$ cat config.mk
export PLATFORM = sky130hd
export DESIGN_NAME = decodeStage
export DESIGN_NICKNAME = d
export VERILOG_FILES = /design/src/ctrlPkg.sv /design/src/isaPkg.sv /design/src/decodeStage.sv /design/src/instrDecoder.sv /design/src/pipeSlot.sv
export SDC_FILE = /design/constraint.sdc
export NUM_CORES = 1
export LEC_CHECK = 0
export BUFFER_PORTS_ARGS = -buffer_cell sky130_fd_sc_hd__buf_2
export CORE_UTILIZATION = 40
export DETAILED_ROUTE_END_ITERATION = 16
export PLACE_DENSITY = 0.75
export SETUP_SLACK_MARGIN = 0.5
export SYNTH_ARGS = -nofsm -noshare
export SYNTH_HDL_FRONTEND = slang
export SYNTH_HIERARCHICAL = 1
export SYNTH_SLANG_ARGS = --single-unit
$ cat constraint.sdc
create_clock -name clk -period 1.27 [get_ports clk]
set_input_delay 0.254 -clock clk [delete_from_list [all_inputs] [get_ports clk]]
set_output_delay 0.254 -clock clk [all_outputs]
set_load 0.01 [all_outputs]
$ cat src/ctrlPkg.sv
`default_nettype none

package ctrlPkg;

    typedef enum logic [3:0] {
        ALU_ROL  = 4'd0,
        ALU_SLL  = 4'd1,
        ALU_SRL  = 4'd3,
        ALU_ADD  = 4'd4,
        ALU_XOR  = 4'd6,
        ALU_ANDN = 4'd7,
        ALU_ROR  = 4'd8
    } aluOpT;

    // second alu operand
    typedef enum logic [2:0] {
        SRC_IMM_S = 3'd0,
        SRC_IMM_Z = 3'd1,
        SRC_REG   = 3'd4,
        SRC_ZERO  = 3'd5
    } aluSrcT;

    typedef enum logic [1:0] {
        DST_I1   = 2'd0,
        DST_I2   = 2'd1,
        DST_R    = 2'd2,
        DST_LINK = 2'd3
    } regDstT;

    // writeback mux select
    typedef enum logic [2:0] {
        WB_MEM  = 3'd0,
        WB_ALU  = 3'd1,
        WB_PC   = 3'd2,
        WB_COND = 3'd3,
        WB_IMM  = 3'd4,
        WB_SLBI = 3'd5,
        WB_BTR  = 3'd6
    } wbSrcT;

    typedef enum logic [2:0] {
        BR_NONE = 3'd0,
        BR_EQZ  = 3'd1,
        BR_NEZ  = 3'd2,
        BR_LTZ  = 3'd3,
        BR_GEZ  = 3'd4
    } brTypeT;

    typedef struct packed {
        logic   halt;
        logic   sign;
        logic   pcOffSel;
        logic   regWrt;
        logic   memWrt;
        logic   memEn;
        logic   jump;
        logic   ret;
        logic   invA;
        logic   invB;
        logic   cin;
        regDstT regDst;
        wbSrcT  regWrtSrc;
        aluOpT  aluOp;
        aluSrcT aluSrc;
        brTypeT brType;
    } ctrlWordT;

    // nop word, also the starting point of every decode
    localparam ctrlWordT CTRL_DEFAULT = '{
        halt:      1'b0,
        sign:      1'b0,
        pcOffSel:  1'b0,
        regWrt:    1'b0,
        memWrt:    1'b0,
        memEn:     1'b0,
        jump:      1'b0,
        ret:       1'b0,
        invA:      1'b0,
        invB:      1'b0,
        cin:       1'b0,
        regDst:    DST_I1,
        regWrtSrc: WB_MEM,
        aluOp:     ALU_ADD,
        aluSrc:    SRC_REG,
        brType:    BR_NONE
    };

endpackage

`default_nettype wire

$ cat src/isaPkg.sv
`default_nettype none

package isaPkg;

    typedef logic [4:0] opCodeT;
    typedef logic [1:0] funcT;

    typedef struct packed {
        opCodeT opCode;
        funcT   func;
    } instrT;

    // i1 format
    localparam opCodeT ADDI    = 5'b01000;
    localparam opCodeT SUBI    = 5'b01001;
    localparam opCodeT XORI    = 5'b01010;
    localparam opCodeT ANDNI   = 5'b01011;
    localparam opCodeT ROLI    = 5'b10100;
    localparam opCodeT SLLI    = 5'b10101;
    localparam opCodeT RORI    = 5'b10110;
    localparam opCodeT SRLI    = 5'b10111;
    localparam opCodeT ST      = 5'b10000;
    localparam opCodeT LD      = 5'b10001;
    localparam opCodeT STU     = 5'b10011;

    // r format
    localparam opCodeT BTR     = 5'b11001;
    localparam opCodeT ALU_OP1 = 5'b11011;
    localparam opCodeT ALU_OP2 = 5'b11010;
    localparam opCodeT SEQ     = 5'b11100;
    localparam opCodeT SLT     = 5'b11101;
    localparam opCodeT SLE     = 5'b11110;
    localparam opCodeT SCO     = 5'b11111;

    // i2 format
    localparam opCodeT LBI     = 5'b11000;
    localparam opCodeT SLBI    = 5'b10010;
    localparam opCodeT JR      = 5'b00101;
    localparam opCodeT JALR    = 5'b00111;
    localparam opCodeT BEQZ    = 5'b01100;
    localparam opCodeT BNEZ    = 5'b01101;
    localparam opCodeT BLTZ    = 5'b01110;
    localparam opCodeT BGEZ    = 5'b01111;

    // j format and specials
    localparam opCodeT J       = 5'b00100;
    localparam opCodeT JAL     = 5'b00110;
    localparam opCodeT SIIC    = 5'b00010;
    localparam opCodeT RTI     = 5'b00011;
    localparam opCodeT HALT    = 5'b00000;
    localparam opCodeT NOP     = 5'b00001;

    // func field of ALU_OP1
    localparam funcT FUNC_ADD  = 2'h0;
    localparam funcT FUNC_SUB  = 2'h1;
    localparam funcT FUNC_XOR  = 2'h2;
    localparam funcT FUNC_ANDN = 2'h3;

    // func field of ALU_OP2
    localparam funcT FUNC_ROL  = 2'h0;
    localparam funcT FUNC_SLL  = 2'h1;
    localparam funcT FUNC_ROR  = 2'h2;
    localparam funcT FUNC_SRL  = 2'h3;

endpackage

`default_nettype wire

$ cat src/decodeStage.sv
`timescale 1ns/1ps
`default_nettype none

module decodeStage
    import isaPkg::*;
    import ctrlPkg::*;
(
    input  logic   clk,
    input  logic   rstN,
    input  logic   inValid,
    input  instrT  inInstr,
    output logic   inReady,
    output logic   outValid,
    input  logic   outReady,
    output logic   halt,
    output logic   sign,
    output logic   pcOffSel,
    output logic   regWrt,
    output logic   memWrt,
    output logic   memEn,
    output logic   jump,
    output logic   ret,
    output logic   invA,
    output logic   invB,
    output logic   cin,
    output regDstT regDst,
    output wbSrcT  regWrtSrc,
    output aluOpT  aluOp,
    output aluSrcT aluSrc,
    output brTypeT brType
);

    logic     slotValid;
    logic     slotReady;
    instrT    slotInstr;
    ctrlWordT decoded;
    ctrlWordT outWord;

    pipeSlot #(.payloadT(instrT)) inSlot (
        .clk       (clk),
        .rstN      (rstN),
        .upValid   (inValid),
        .upData    (inInstr),
        .upReady   (inReady),
        .downValid (slotValid),
        .downData  (slotInstr),
        .downReady (slotReady)
    );

    instrDecoder decoder (
        .instr (slotInstr),
        .ctrl  (decoded)
    );

    pipeSlot #(.payloadT(ctrlWordT)) outSlot (
        .clk       (clk),
        .rstN      (rstN),
        .upValid   (slotValid),
        .upData    (decoded),
        .upReady   (slotReady),
        .downValid (outValid),
        .downData  (outWord),
        .downReady (outReady)
    );

    // control word out onto the loose ports
    assign halt      = outWord.halt;
    assign sign      = outWord.sign;
    assign pcOffSel  = outWord.pcOffSel;
    assign regWrt    = outWord.regWrt;
    assign memWrt    = outWord.memWrt;
    assign memEn     = outWord.memEn;
    assign jump      = outWord.jump;
    assign ret       = outWord.ret;
    assign invA      = outWord.invA;
    assign invB      = outWord.invB;
    assign cin       = outWord.cin;
    assign regDst    = outWord.regDst;
    assign regWrtSrc = outWord.regWrtSrc;
    assign aluOp     = outWord.aluOp;
    assign aluSrc    = outWord.aluSrc;
    assign brType    = outWord.brType;

endmodule

`default_nettype wire

$ cat src/instrDecoder.sv
`timescale 1ns/1ps
`default_nettype none

module instrDecoder
    import isaPkg::*;
    import ctrlPkg::*;
(
    input  instrT    instr,
    output ctrlWordT ctrl
);

    always_comb begin
        ctrl = CTRL_DEFAULT;
        case (instr.opCode)
            // r arithmetic, op picked by func
            ALU_OP1: begin
                ctrl.regWrt    = 1'b1;
                ctrl.regDst    = DST_R;
                ctrl.regWrtSrc = WB_ALU;
                case (instr.func)
                    FUNC_ADD: begin
                        ctrl.sign  = 1'b1;
                        ctrl.aluOp = ALU_ADD;
                    end
                    FUNC_SUB: begin
                        ctrl.sign  = 1'b1;
                        ctrl.invA  = 1'b1;
                        ctrl.cin   = 1'b1;
                        ctrl.aluOp = ALU_ADD;
                    end
                    FUNC_XOR: ctrl.aluOp = ALU_XOR;
                    FUNC_ANDN: begin
                        ctrl.invB  = 1'b1;
                        ctrl.aluOp = ALU_ANDN;
                    end
                endcase
            end
            ALU_OP2: begin
                ctrl.regWrt    = 1'b1;
                ctrl.regDst    = DST_R;
                ctrl.regWrtSrc = WB_ALU;
                case (instr.func)
                    FUNC_ROL: ctrl.aluOp = ALU_ROL;
                    FUNC_SLL: ctrl.aluOp = ALU_SLL;
                    FUNC_ROR: ctrl.aluOp = ALU_ROR;
                    FUNC_SRL: ctrl.aluOp = ALU_SRL;
                endcase
            end
            // compares subtract rs - rt
            SEQ, SLT, SLE: begin
                ctrl.regWrt    = 1'b1;
                ctrl.regDst    = DST_R;
                ctrl.regWrtSrc = WB_COND;
                ctrl.sign      = 1'b1;
                ctrl.invB      = 1'b1;
                ctrl.cin       = 1'b1;
                ctrl.aluOp     = ALU_ADD;
            end
            SCO: begin
                ctrl.regWrt    = 1'b1;
                ctrl.regDst    = DST_R;
                ctrl.regWrtSrc = WB_COND;
                ctrl.aluOp     = ALU_ADD;
            end
            BTR: begin
                ctrl.regWrt    = 1'b1;
                ctrl.regDst    = DST_R;
                ctrl.regWrtSrc = WB_BTR;
            end
            ADDI, SUBI, XORI, ANDNI, ROLI, SLLI, RORI, SRLI: begin
                ctrl.regWrt    = 1'b1;
                ctrl.regDst    = DST_I1;
                ctrl.regWrtSrc = WB_ALU;
                ctrl.aluSrc    = SRC_IMM_Z;
                case (instr.opCode)
                    ADDI: begin
                        ctrl.sign   = 1'b1;
                        ctrl.aluSrc = SRC_IMM_S;
                        ctrl.aluOp  = ALU_ADD;
                    end
                    SUBI: begin
                        ctrl.sign   = 1'b1;
                        ctrl.invA   = 1'b1;
                        ctrl.cin    = 1'b1;
                        ctrl.aluSrc = SRC_IMM_S;
                        ctrl.aluOp  = ALU_ADD;
                    end
                    XORI:  ctrl.aluOp = ALU_XOR;
                    ANDNI: begin
                        ctrl.invB  = 1'b1;
                        ctrl.aluOp = ALU_ANDN;
                    end
                    ROLI:    ctrl.aluOp = ALU_ROL;
                    SLLI:    ctrl.aluOp = ALU_SLL;
                    RORI:    ctrl.aluOp = ALU_ROR;
                    default: ctrl.aluOp = ALU_SRL;
                endcase
            end
            ST: begin
                ctrl.memWrt = 1'b1;
                ctrl.memEn  = 1'b1;
                ctrl.aluSrc = SRC_IMM_S;
                ctrl.aluOp  = ALU_ADD;
            end
            LD: begin
                ctrl.regWrt    = 1'b1;
                ctrl.regDst    = DST_I1;
                ctrl.regWrtSrc = WB_MEM;
                ctrl.memEn     = 1'b1;
                ctrl.aluSrc    = SRC_IMM_S;
                ctrl.aluOp     = ALU_ADD;
            end
            // store with base update, new address goes back to rs
            STU: begin
                ctrl.regWrt    = 1'b1;
                ctrl.regDst    = DST_I2;
                ctrl.regWrtSrc = WB_ALU;
                ctrl.memWrt    = 1'b1;
                ctrl.memEn     = 1'b1;
                ctrl.sign      = 1'b1;
                ctrl.aluSrc    = SRC_IMM_S;
                ctrl.aluOp     = ALU_ADD;
            end
            LBI, SLBI: begin
                ctrl.regWrt    = 1'b1;
                ctrl.regDst    = DST_I2;
                ctrl.regWrtSrc = (instr.opCode == LBI) ? WB_IMM : WB_SLBI;
            end
            JR, JALR, J, JAL: begin
                ctrl.jump     = 1'b1;
                ctrl.ret      = (instr.opCode == JR) || (instr.opCode == JALR);
                ctrl.pcOffSel = (instr.opCode == J) || (instr.opCode == JAL);
                if (instr.opCode == JALR || instr.opCode == JAL) begin
                    ctrl.regWrt    = 1'b1;
                    ctrl.regDst    = DST_LINK;
                    ctrl.regWrtSrc = WB_PC;
                end
            end
            // branch tests rs against zero through the alu
            BEQZ, BNEZ, BLTZ, BGEZ: begin
                ctrl.sign   = 1'b1;
                ctrl.aluSrc = SRC_ZERO;
                ctrl.aluOp  = ALU_ADD;
                case (instr.opCode)
                    BEQZ:    ctrl.brType = BR_EQZ;
                    BNEZ:    ctrl.brType = BR_NEZ;
                    BLTZ:    ctrl.brType = BR_LTZ;
                    default: ctrl.brType = BR_GEZ;
                endcase
            end
            HALT: ctrl.halt = 1'b1;
            NOP, SIIC, RTI: ctrl = CTRL_DEFAULT;
        endcase
    end

    always_comb begin
        memWrtNeedsEn: assert (!ctrl.memWrt || ctrl.memEn)
            else $error("instrDecoder: memWrt without memEn");
        haltIsQuiet: assert (!ctrl.halt || (!ctrl.regWrt && !ctrl.memWrt))
            else $error("instrDecoder: halt with a write enabled");
    end

endmodule

`default_nettype wire

$ cat src/pipeSlot.sv
`timescale 1ns/1ps
`default_nettype none

module pipeSlot #(
    parameter type payloadT = logic
) (
    input  logic    clk,
    input  logic    rstN,
    input  logic    upValid,
    input  payloadT upData,
    output logic    upReady,
    output logic    downValid,
    output payloadT downData,
    input  logic    downReady
);

    logic    full;
    payloadT data;

    // take a new item when empty or when the held one leaves this cycle
    assign upReady   = !full || downReady;
    assign downValid = full;
    assign downData  = data;

    always_ff @(posedge clk) begin
        if (!rstN) begin
            full <= 1'b0;
        end else if (upValid && upReady) begin
            full <= 1'b1;
        end else if (downReady) begin
            full <= 1'b0;
        end
    end

    always_ff @(posedge clk) begin
        if (upValid && upReady) begin
            data <= upData;
        end
    end

    // stalled output must hold until taken
    holdWhileStalled: assert property (
        @(posedge clk) disable iff (!rstN)
        downValid && !downReady |=> downValid && $stable(downData)
    ) else $error("pipeSlot: output changed while stalled");

endmodule

`default_nettype wire

---- Word-level counts from Yosys, hierarchy flattened ----
Index checks and enable logic that the tools add are counted.
operators by class
  muxes and demuxes ....................... 29
  equality and inequality tests ........... 31
  reductions and logical operators ........ 26
operator list
  operator                                                         count
  5-bit == test, second input constant                             16
  5-bit by 4-bit == test with 1-bit output, second input constant  8
  5-bit one-hot mux with 7 select lines                            1
  4-bit one-hot mux with 3 select lines                            2
  4-bit one-hot mux with 6 select lines                            1
  5-bit by 3-bit == test with 1-bit output, second input constant  4
  19-bit OR reduction                                              1
  3-bit one-hot mux with 3 select lines                            2
  1-bit 2-to-1 mux                                                 16
  4-bit one-hot mux with 4 select lines                            1
  8-bit OR reduction                                               2
  4-bit OR reduction                                               3
  2-bit OR reduction                                               5
  2-bit one-hot mux with 3 select lines                            1
  3-bit OR reduction                                               2
  5-bit logical NOT                                                1
  1-bit logical OR                                                 5
  5-bit 2-to-1 mux                                                 1
  2-bit == test, second input constant                             2
  1-bit one-hot mux with 2 select lines                            2
  2-bit nonzero test                                               2
  1-bit one-hot mux with 3 select lines                            1
  2-bit by 1-bit == test with 1-bit output, second input constant  1
  1-bit logical AND                                                2
  other kinds (3)                                                  4
storage, ports and cells
  register bits ........................... 35
  bits of input ports ..................... 11
  logic and storage cells ................. 106
  output and inout port bits .............. 28

---- Depth between registers and ports, before layout ----
Gate-level depths: netlist (run 1).
  depth after elaboration ................. 5
  mapped depth ............................ 5
  mapped depth without buffers ............ 3

---- Hierarchy ----
Netlist (run 1), hierarchy kept.
by module, submodules not included
  module               cells each  area an instance (um^2)  instances
  pipeSlot at outSlot  31          838.3                    1
  instrDecoder         78          455.4                    1
  pipeSlot at inSlot   12          267.8                    1

---- Worst setup path after synthesis (run 1) ----
No wires, ideal clock.
  path kind ............................... register to register
  start ................................... register inSlot.data (netlist bit inSlot/downData[4])
  end ..................................... register outSlot.data (netlist bit outSlot/downData[24]) (data pin)
  data arrival time ....................... 1.069 ns
  library setup time ...................... 0.254 ns
  cell stages (with the launch flop) ...... 4
  slack ................................... -0.053 ns
  path through ............................ edfxtp_1 > nand2b_1 > a22o_1 > a21o_1
RTL lines
  what                    line            source
  from (decl)             pipeSlot.sv:18  payloadT data;
  from (signal assigned)  pipeSlot.sv:37  data <= upData;
  to (signal assigned)    pipeSlot.sv:37
  to (decl)               pipeSlot.sv:18

==> results of run 1 <==
[cells by family after synthesis]
kind of cell,synth area share
buffers and inverters,0.0409
muxes,0.0136
AOI/OAI and AO/OA,0.123
other,0.00240
and+or+nand+nor,0.160
DFF,0.660
[cell type report]
type | count | area [sq um]
fill | 298 | 1390
sequential | 35 | 1040
multi-input combinational | 76 | 619
timing repair buffer | 71 | 514
clock buffer | 6 | 72.6
tap | 48 | 60.1
inverter | 5 | 18.8
clock inverter | 2 | 7.51
[cell usage in the layout (no fill, tap or decap), types with 4 or more instances in the layout]
master and n:
buf_2 36, edfxtp_1 33, buf_4 17, buf_6 17, and2_4 6, nand2_1 6, clkbuf_8 5, nor2_1 5
nand2b_4 4, inv_1 4
[final timing paths]
check | start | endpoint | slack, ps | cells after the start
max | inSlot/downData[3] | outSlot/downData[24] | -120 | 3
min | inInstr[1] | inSlot/downData[1] | 140 | 1
max reg2reg | inSlot/downData[3] | outSlot/downData[24] | -120 | 3
min reg2reg | inSlot/downValid | outSlot/downValid | 550 | 2
[what timing repair did]
item                                    4_1_cts  5_1_grt
pin swaps                                     5        7
hold endpoints to repair                      0        0
endpoints found under the setup margin       86       88
setup buffers                                 8        2
gates resized for setup                      23       26
gates cloned                                  3        1
[state kept, by name (all words and copies together) (netlist names)]
name / flops
outSlot/downData: 26
inSlot/downValid: 1
inSlot/downData: 7
outSlot/downValid: 1
[layer usage]
metal  vias up  wire length, um
li1        589                -
met4         0               42
met3         6              158
met5         -                0
met1       582             1390
met2        43             1830
[through the flow]
step	setup TNS, ps	instance area (sq um)
after CTS	-413	2210
after global placement	-141	1960
after floorplan	0	1620
after global routing	-1450	2330
after detailed placement	-420	1960
final	-696	2330
[critical path, cell delays in order (launching register included)]
cell,delay (ps)
edfxtp_1,540
inv_1,170
a22o_1,260
a21o_1,170
[power groups by stage]
| stage | Clock (mW) | Sequential, mW | Combinational, mW |
|---|---|---|---|
| after floorplan | 0 | 1.41 | 0.165 |
| after global placement | 0 | 1.39 | 0.306 |
| after detailed placement | 0 | 1.39 | 0.310 |
| after CTS | 0.738 | 1.37 | 0.359 |
| after global routing | 0.783 | 1.38 | 0.437 |
| final | 0.720 | 1.37 | 0.407 |
==> impl_metrics.csv, run 1 <==
group,metric,value,unit
yosys,yosys.area.top_type,"edfxtp_1",
final_layout,final_core_util,0.627,
global_routing,grt_pass1_wl,5.09,mm
worst_setup_path,path_max_fanout,7,
global_routing,grt_pass1_vias,1154,
sta,fin_hold_ws,144,ps
placed_design,port_buffers,38,
yosys,synthArstFlopShare,0,
drt,num_vias,1220,
final_layout,final_cells,243,
drt,drtIter0Drc,86,
drt,drtAntennaViolNets,0,
power,p_total,2.50,mW
power,clkPwrFrac,0.288,
yosys,synth_nets,132,
cts,numCtsBuffers,5,
yosys,synth_cells,121,
global_routing,use_met2,0.304,
sta,maxSlewViolCount,0,
final_layout,drive_gt1_frac,0.585,
worst_setup_path,path_class,"flop to flop",
power,cellLeakagePower,0.960,nW
floorplan,initial_core_util,0.420,
min_path,hp-class,"input pin to flop",
cts,cts_root_buf,"clkbuf_8",
floorplan,row_count,22,
cts,cts.sinks,35,
floorplan,dieArea,4160,sq um
drt,route.detailed.wl_per_inst,14.1,um
sta,setup_slack,-116,ps
sta,min_period,1390,ps
yosys,synth_cell_type_count,37,
power,combPwrFrac,0.163,
global_routing,met1_usage,0.182,
global_routing,antenna_found_initial,0,
global_routing,use_met3,0.0458,
global_routing,grt_overflow,0,
floorplan,core,3720,sq um
yosys,synth_commonest_cells,"edfxtp_1, nor2_1, nand2_1, o21ai_0, buf_2",
cts,insertion_delay,280,ps
worst_setup_path,critPathCaptureType,"flop",
cts,clk_pin_slew,60,ps
placed_design,dp.cells,221,
yosys,yosysMostFrequentCell,"edfxtp_1",
yosys,synth_edf_count,33,
cts,h-tree-depth,2,
flow_run,timing.max_cap.violations,0,
sta,period_share,1.09,
yosys,ys_top_cells_by_area,"edfxtp_1, dfxtp_1, o21ai_0",
sta,final_hold_viol_count,0,
worst_setup_path,critPathRequiredTime,1310,ps
cts,cts_tree,"yes",
yosys,yosysWarnings,6,
power,p_sw_frac,0.233,
sta,finalSetupViolCount,11,
drt,first_pass_iters,4,
final_layout,synthToLayoutAreaGrowth,49.1,%
yosys,synth_seq_cells,35,
sta,rsz0062_at_grt,"yes",
floorplan,die_w,64.5,um
sta,finalClockSkew,5.26,ps
worst_setup_path,crit_arrival,1420,ps
power,pwr_density_cell,1070,nW/um^2
sta,fmax,0.722,GHz
drt,drt-total-wl,3.42,mm
yosys,synth_area,1560,sq um
yosys,yosysTopAreaCellShare,0.635,
final_layout,finalNetCount,205,
floorplan,boundaryPins,39,
cts,holdBufCountCts,0,
outcome,status,"finished with violations",
placed_design,dpl.hpwl,2.05,mm
drt,drc,0,
worst_setup_path,crit_path_start_kind,"flop",
power,vdd_drop_max,0.540,mV
placed_design,gp_congestion,0.920,
global_routing,grt.total_usage,0.167,
outcome,violations,"negative setup slack",
floorplan,die_h,64.5,um
drt,via_per_inst,5.02,
global_routing,grt_most_used_layer,"met2",
power,p_int,1.92,mW
yosys,avgSynthCellArea,12.9,sq um
power,power.switching,584,uW
yosys,seq_area_frac_synth,0.660,
final_layout,insertedDiodeCount,0,
yosys,synthFlopType,"edfxtp_1",
placed_design,pre_cts_ws,-105,ps
cts,cts.path.max_buffers,2,
global_routing,grt_max_degree,12,
power,seqPwrFrac,0.549,
(Power assumes the default switching activity.)
==> inputs of run 2 (changes only) <==
--- a/config.mk
+++ b/config.mk
@@ -6,9 +6,12 @@
 export NUM_CORES = 1
 export LEC_CHECK = 0
 export BUFFER_PORTS_ARGS = -buffer_cell sky130_fd_sc_hd__buf_2
-export CORE_UTILIZATION = 40
+export CELL_PAD_IN_SITES_DETAIL_PLACEMENT = 1
+export CELL_PAD_IN_SITES_GLOBAL_PLACEMENT = 1
+export CORE_UTILIZATION = 30
 export DETAILED_ROUTE_END_ITERATION = 16
-export PLACE_DENSITY = 0.75
+export GPL_TIMING_DRIVEN = 0
+export PLACE_DENSITY = 0.72
 export SETUP_SLACK_MARGIN = 0.5
 export SYNTH_ARGS = -nofsm -noshare
 export SYNTH_HDL_FRONTEND = slang
==> run 2 against run 1 <==
Effect of this change:
- global-route usage about the same
- non-clock buffer count up 3
- register-to-register slack worse by 60 ps
- count of clock-buffer cells in the layout unchanged
- the flow still finishes with violations (negative setup slack)
- core utilization down 13 points
- worst setup slack worse by 59 ps
- total power up 3.3%
- sequential cell count unchanged
- hold slack worse by 8.7 ps
- clock skew down 1.3 ps
==> impl_metrics.csv, run 2 (same netlist as run 1, synthesis figures left out) <==
group,metric,value,unit
power,p_int,1.93,mW
floorplan,core,4880,sq um
drt,drtAntennaViolNets,0,
power,clkPwrFrac,0.295,
power,cellLeakagePower,0.983,nW
power,seqPwrFrac,0.531,
worst_setup_path,ff2ff_setup_slack,-180,ps
global_routing,grt.total_usage,0.167,
sta,maxSlewViolCount,0,
cts,numCtsBuffers,5,
final_layout,drive_gt1_frac,0.591,
worst_setup_path,path_max_fanout,6,
drt,via_per_inst,4.89,
floorplan,dieArea,5500,sq um
floorplan,die_h,74.1,um
sta,fin_hold_ws,136,ps
placed_design,dpl.hpwl,2.45,mm
global_routing,antenna_found_initial,0,
placed_design,gp_congestion,0.885,
cts,cts_root_buf,"clkbuf_8",
sta,rsz0062_at_grt,"yes",
cts,cts.path.max_buffers,2,
sta,setup_slack,-175,ps
drt,drt-total-wl,4.68,mm
placed_design,pre_cts_ws,-162,ps
placed_design,port_buffers,38,
global_routing,grt_overflow,0,
floorplan,die_w,74.1,um
global_routing,grt_max_degree,11,
final_layout,synthToLayoutAreaGrowth,53.8,%
cts,cts_tree,"yes",
sta,final_hold_viol_count,0,
sta,finalSetupViolCount,18,
final_layout,finalNetCount,208,
sta,min_period,1450,ps
global_routing,grt_pass1_wl,6.50,mm
outcome,violations,"negative setup slack",
flow_run,timing.max_cap.violations,0,
worst_setup_path,critPathCaptureType,"flop",
global_routing,grt_pass1_vias,1294,
drt,drc,0,
cts,holdBufCountCts,0,
final_layout,largest_register_ffs,26,
drt,route.detailed.wl_per_inst,17.7,um
floorplan,row_count,25,
sta,fin_tns_setup,-1660,ps
floorplan,initial_core_util,0.320,
final_layout,mostFrequentLayoutCells,"buf_2, edfxtp_1, buf_6",
outcome,status,"finished with violations",
drt,first_pass_iters,4,
cts,clk_pin_slew,70,ps
power,pwr_density_cell,1080,nW/um^2
worst_setup_path,crit_path_start_kind,"flop",
cts,h-tree-depth,2,
worst_setup_path,path_class,"flop to flop",
power,power.switching,651,uW
sta,period_share,1.14,
drt,num_vias,1297,
final_layout,insertedDiodeCount,0,
min_path,hp-class,"input pin to flop",
cts,insertion_delay,290,ps
power,combPwrFrac,0.174,
cts,cts.sinks,35,
final_layout,layout_commonest_cell,"buf_2",
sta,finalClockSkew,3.93,ps
worst_setup_path,crit_arrival,1490,ps
worst_setup_path,critPathRequiredTime,1310,ps
power,vdd_drop_max,0.445,mV
floorplan,boundaryPins,39,
sta,fmax,0.692,GHz
final_layout,final_core_util,0.492,
power,p_sw_frac,0.252,
drt,drtIter0Drc,73,
[run 2: changes by cell type in the layout (fill, tap and decap cells not counted), sizes merged]
cell,before,now
buf,71,74
[run 2: repair_timing]
action,CTS,global route
endpoints found under the setup margin,87,88
setup buffers,17,9
pin swaps,10,8
cloned,5,0
resized for setup,32,19
[run 2: power groups by stage]
stage / Sequential [mW] / Combinational, mW / Clock, mW
6_report: 1.37 / 0.449 / 0.762
3_5_place_dp: 1.39 / 0.292 / 0
3_3_place_gp: 1.39 / 0.280 / 0
2_1_floorplan: 1.41 / 0.165 / 0
5_1_grt: 1.38 / 0.475 / 0.836
4_1_cts: 1.37 / 0.379 / 0.775
[run 2: critical path: stages, from the launching register on]
cell,delay (ps)
edfxtp_1,520
buf_6,190
and2b_2,240
mux2i_1,180
nor2_1,70
[run 2: layout make-up]
class                           count  area [sq um]
Multi-Input combinational cell     76           619
Fill cell                         542          2480
Buffer                              8          86.3
Clock inverter                      2          7.51
Sequential cell                    35          1040
Tap cell                           67          83.8
Inverter                            5          18.8
Timing Repair Buffer               66           478
Clock buffer                        6          72.6
[run 2: path summary, 6_finish.rpt]
check,depth (start not counted),end,start
worst max-delay path,4,outSlot/downData[12],inSlot/downData[3]
worst min-delay path,1,inSlot/downData[0],inInstr[0]
worst max register to register,4,outSlot/downData[12],inSlot/downData[3]
worst min register to register,2,outSlot/downValid,inSlot/downValid
[run 2: routing by layer]
layer | GRT usage | vias up | part of all wire
li1 | - | 598 | -
met1 | 0.169 | 633 | 0.36
met2 | 0.316 | 51 | 0.54
met3 | 0.0461 | 15 | 0.060
met4 | 0.0748 | 0 | 0.033
met5 | 0 | - | 0
[run 2: metrics by stage]
step | area (sq um) | power, mW | std cells
finish | 2400 | 2.58 | 265
detailed placement | 1890 | 1.68 | 226
floorplan | 1620 | 1.58 | 121
global placement | 1890 | 1.66 | 226
CTS | 2250 | 2.52 | 256
global route | 2400 | 2.69 | 265
==> inputs of run 3 (changes only) <==
--- a/config.mk
+++ b/config.mk
@@ -6,14 +6,15 @@
 export NUM_CORES = 1
 export LEC_CHECK = 0
 export BUFFER_PORTS_ARGS = -buffer_cell sky130_fd_sc_hd__buf_2
+export CAP_MARGIN = 20
 export CELL_PAD_IN_SITES_DETAIL_PLACEMENT = 1
 export CELL_PAD_IN_SITES_GLOBAL_PLACEMENT = 1
 export CORE_UTILIZATION = 30
 export DETAILED_ROUTE_END_ITERATION = 16
 export GPL_TIMING_DRIVEN = 0
-export PLACE_DENSITY = 0.72
+export PLACE_DENSITY = 0.73
+export RECOVER_POWER = 25
 export SETUP_SLACK_MARGIN = 0.5
 export SYNTH_ARGS = -nofsm -noshare
 export SYNTH_HDL_FRONTEND = slang
-export SYNTH_HIERARCHICAL = 1
 export SYNTH_SLANG_ARGS = --single-unit
==> run 3 against run 2 <==
Effect of this change:
- the run still ends with negative setup slack left
- area after synthesis shrank 2.0%
- non-clock buffer count up 10
- via count up 1.6%
==> impl_metrics.csv, run 3 <==
group,metric,value,unit
outcome,status,"finished with violations",
outcome,violations,"negative setup slack",
yosys,synth_cell_type_count,41,
global_routing,grt_pass1_wl,7.09,mm
yosys,synth_fa_ha_area_frac,0,
yosys,synth_top_family_by_area,"simple AND/OR/NAND/NOR gates",
sta,rsz0062_at_grt,"yes",
worst_setup_path,critPathCaptureType,"flop",
sta,final_hold_viol_count,0,
drt,via_per_inst,4.83,
power,vdd_drop_max,0.642,mV
cts,insertion_delay,290,ps
final_layout,insertedDiodeCount,0,
cts,cts.sinks,34,
worst_setup_path,cp_cell_sequence,"buf_6 -> and2b_2 -> o211a_1",
power,cellLeakagePower,1.05,nW
yosys,synth_seq_cells,34,
drt,drtIter0Drc,86,
worst_setup_path,path_class,"flop to flop",
yosys,yosysMostFrequentCell,"edfxtp_1",
global_routing,use_met2,0.332,
drt,first_pass_iters,4,
sta,finalClockSkew,3.32,ps
cts,numCtsBuffers,5,
worst_setup_path,path_max_fanout,5,
sta,maxSlewViolCount,0,
final_layout,mostFrequentLayoutCells,"buf_2, edfxtp_1, buf_6",
drt,num_vias,1318,
cts,cts_root_buf,"clkbuf_8",
sta,fmax,0.721,GHz
floorplan,die_w,73.4,um
floorplan,initial_core_util,0.318,
final_layout,layout_commonest_cell,"buf_2",
drt,drt-total-wl,5.11,mm
floorplan,row_count,25,
final_layout,finalNetCount,216,
yosys,synth_nets,132,
global_routing,antenna_found_initial,0,
placed_design,dpl.hpwl,2.51,mm
final_layout,drive_gt1_frac,0.670,
floorplan,die_h,73.4,um
yosys,synth.area.mux_share,0.00736,
global_routing,met1_usage,0.199,
sta,finalSetupViolCount,17,
worst_setup_path,critical-path-max-stage-delay,490,ps
placed_design,port_buffers,37,
worst_setup_path,crit_buf_inv,1,
worst_setup_path,r2r_start,"inSlot.downData[2]",
worst_setup_path,critPathRequiredTime,1310,ps
worst_setup_path,crit_path_top_delay_cell,"edfxtp_1",
final_layout,design_area,2620,sq um
final_layout,fillCellCount,511,
sta,fin_hold_ws,136,ps
sta,fin_tns_setup,-920,ps
cts,holdBufCountCts,0,
yosys,synthXorXnorAreaFrac,0,
min_path,min_from,"inInstr[6]",
yosys,seq_area_frac_synth,0.654,
global_routing,grt.total_usage,0.184,
final_layout,multi_input_area,722,sq um
floorplan,core,4820,sq um
placed_design,placed_area,1890,sq um
yosys,avgSynthCellArea,12.6,sq um
placed_design,dp.cells,225,
final_layout,final_cells,273,
floorplan,boundaryPins,39,
worst_setup_path,critical_path.startpoint,"inSlot.downData[2]",
yosys,ys_top_cells_by_area,"edfxtp_1, nor2b_1, dfxtp_1",
cts,h-tree-depth,2,
min_path,hp-class,"input pin to flop",
cts,cts.path.max_buffers,2,
worst_setup_path,crit_path_start_kind,"flop",
yosys,synth_commonest_cells,"edfxtp_1, nand2_1, nor2_1, nor2b_1, buf_2",
drt,drc,0,
final_layout,largest_register_ffs,25,
final_layout,final_core_util,0.543,
yosys,synth_cells,121,
sta,period_share,1.09,
drt,route.detailed.wl_per_inst,18.7,um
global_routing,grt_pass1_vias,1343,
worst_setup_path,critPathTopFamily,"flip-flops",
worst_setup_path,crit_arrival,1430,ps
drt,drtAntennaViolNets,0,
yosys,synth_edf_count,32,
yosys,yosysTopAreaCellShare,0.628,
global_routing,grt_max_degree,14,
yosys,yosysWarnings,0,
final_layout,synthToLayoutAreaGrowth,71.0,%
placed_design,gp_congestion,0.869,
yosys,yosys.area.top_type,"edfxtp_1",
sta,setup_slack,-117,ps
power,pwr_density_cell,1030,nW/um^2
cts,cts_tree,"yes",
final_layout,ff_latch_area,1000,sq um
yosys,synthArstFlopShare,0,
yosys,synth-compound-area-share,0.121,
yosys,synth_area,1530,sq um
global_routing,grt_overflow,0,
global_routing,grt_most_used_layer,"met2",
yosys,synthSimpleGateAreaFrac,0.174,
flow_run,timing.max_cap.violations,0,
global_routing,use_met3,0.0549,
cts,clk_pin_slew,70,ps
yosys,synthFlopType,"edfxtp_1",
sta,min_period,1390,ps
floorplan,dieArea,5390,sq um
-- run 3: cell count changes after synthesis, sizes merged, moves of 3 or more --
cell | previous run | this run
nand3 | 1 | 4
a21oi | 1 | 4
a22oi | 0 | 3
o21ai | 8 | 4
nor2b | 2 | 7
and3 | 4 | 1
-- run 3: area by class of cell --
class                           count  area share
Inverter                            4     0.00813
Multi-Input combinational cell     76       0.276
Tap cell                           67      0.0320
Timing Repair Buffer               76       0.234
Clock buffer                        8      0.0344
Buffer                              8      0.0316
Sequential cell                    34       0.384
-- run 3: kinds of logic (layout without fill, tap and decap cells) --
logic type | after synthesis | in the layout
and+or+nand+nor | 46 | 47
DFF | 34 | 34
AOI/OAI and AO/OA | 27 | 27
buffers and inverters | 12 | 96
other | 1 | 1
muxes | 1 | 1
-- run 3: repair_timing --
action,CTS,global route
gates cloned,2,0
pin swaps,9,9
endpoints found under the setup margin,85,86
buffers inserted,22,16
resized for setup,37,37
endpoints found under the hold margin,0,0
-- run 3: where the power goes --
part | switching [mW] | internal, mW | total, mW
Combinational | 0.273 | 0.271 | 0.544
Clock | 0.386 | 0.442 | 0.828
Sequential | 0.0293 | 1.30 | 1.32
-- run 3: per-stage QoR --
stage	power [mW]	worst slack, ps
finish	2.70	-117
global route	2.80	-152
CTS	2.57	-84.7
detailed placement	1.65	-150
global placement	1.63	-82.2
floorplan	1.54	13.4
-- run 3: routing by layer --
layer  wire length (um)  vias to the layer above  part of all wire
li1                   -                      614                 -
met1               1990                      651              0.39
met2               2780                       43              0.54
met3                212                       10             0.041
met4                132                        0             0.026
met5                  0                        -                 0
-- run 3: worst paths after layout --
kind                         endpoint  slack (ps)  cells after the start
setup / recovery  outSlot.downData[1]        -120                      3
hold / removal     inSlot.downData[6]         140                      1
setup reg to reg  outSlot.downData[1]        -120                      3
hold reg to reg     outSlot.downValid         590                      1
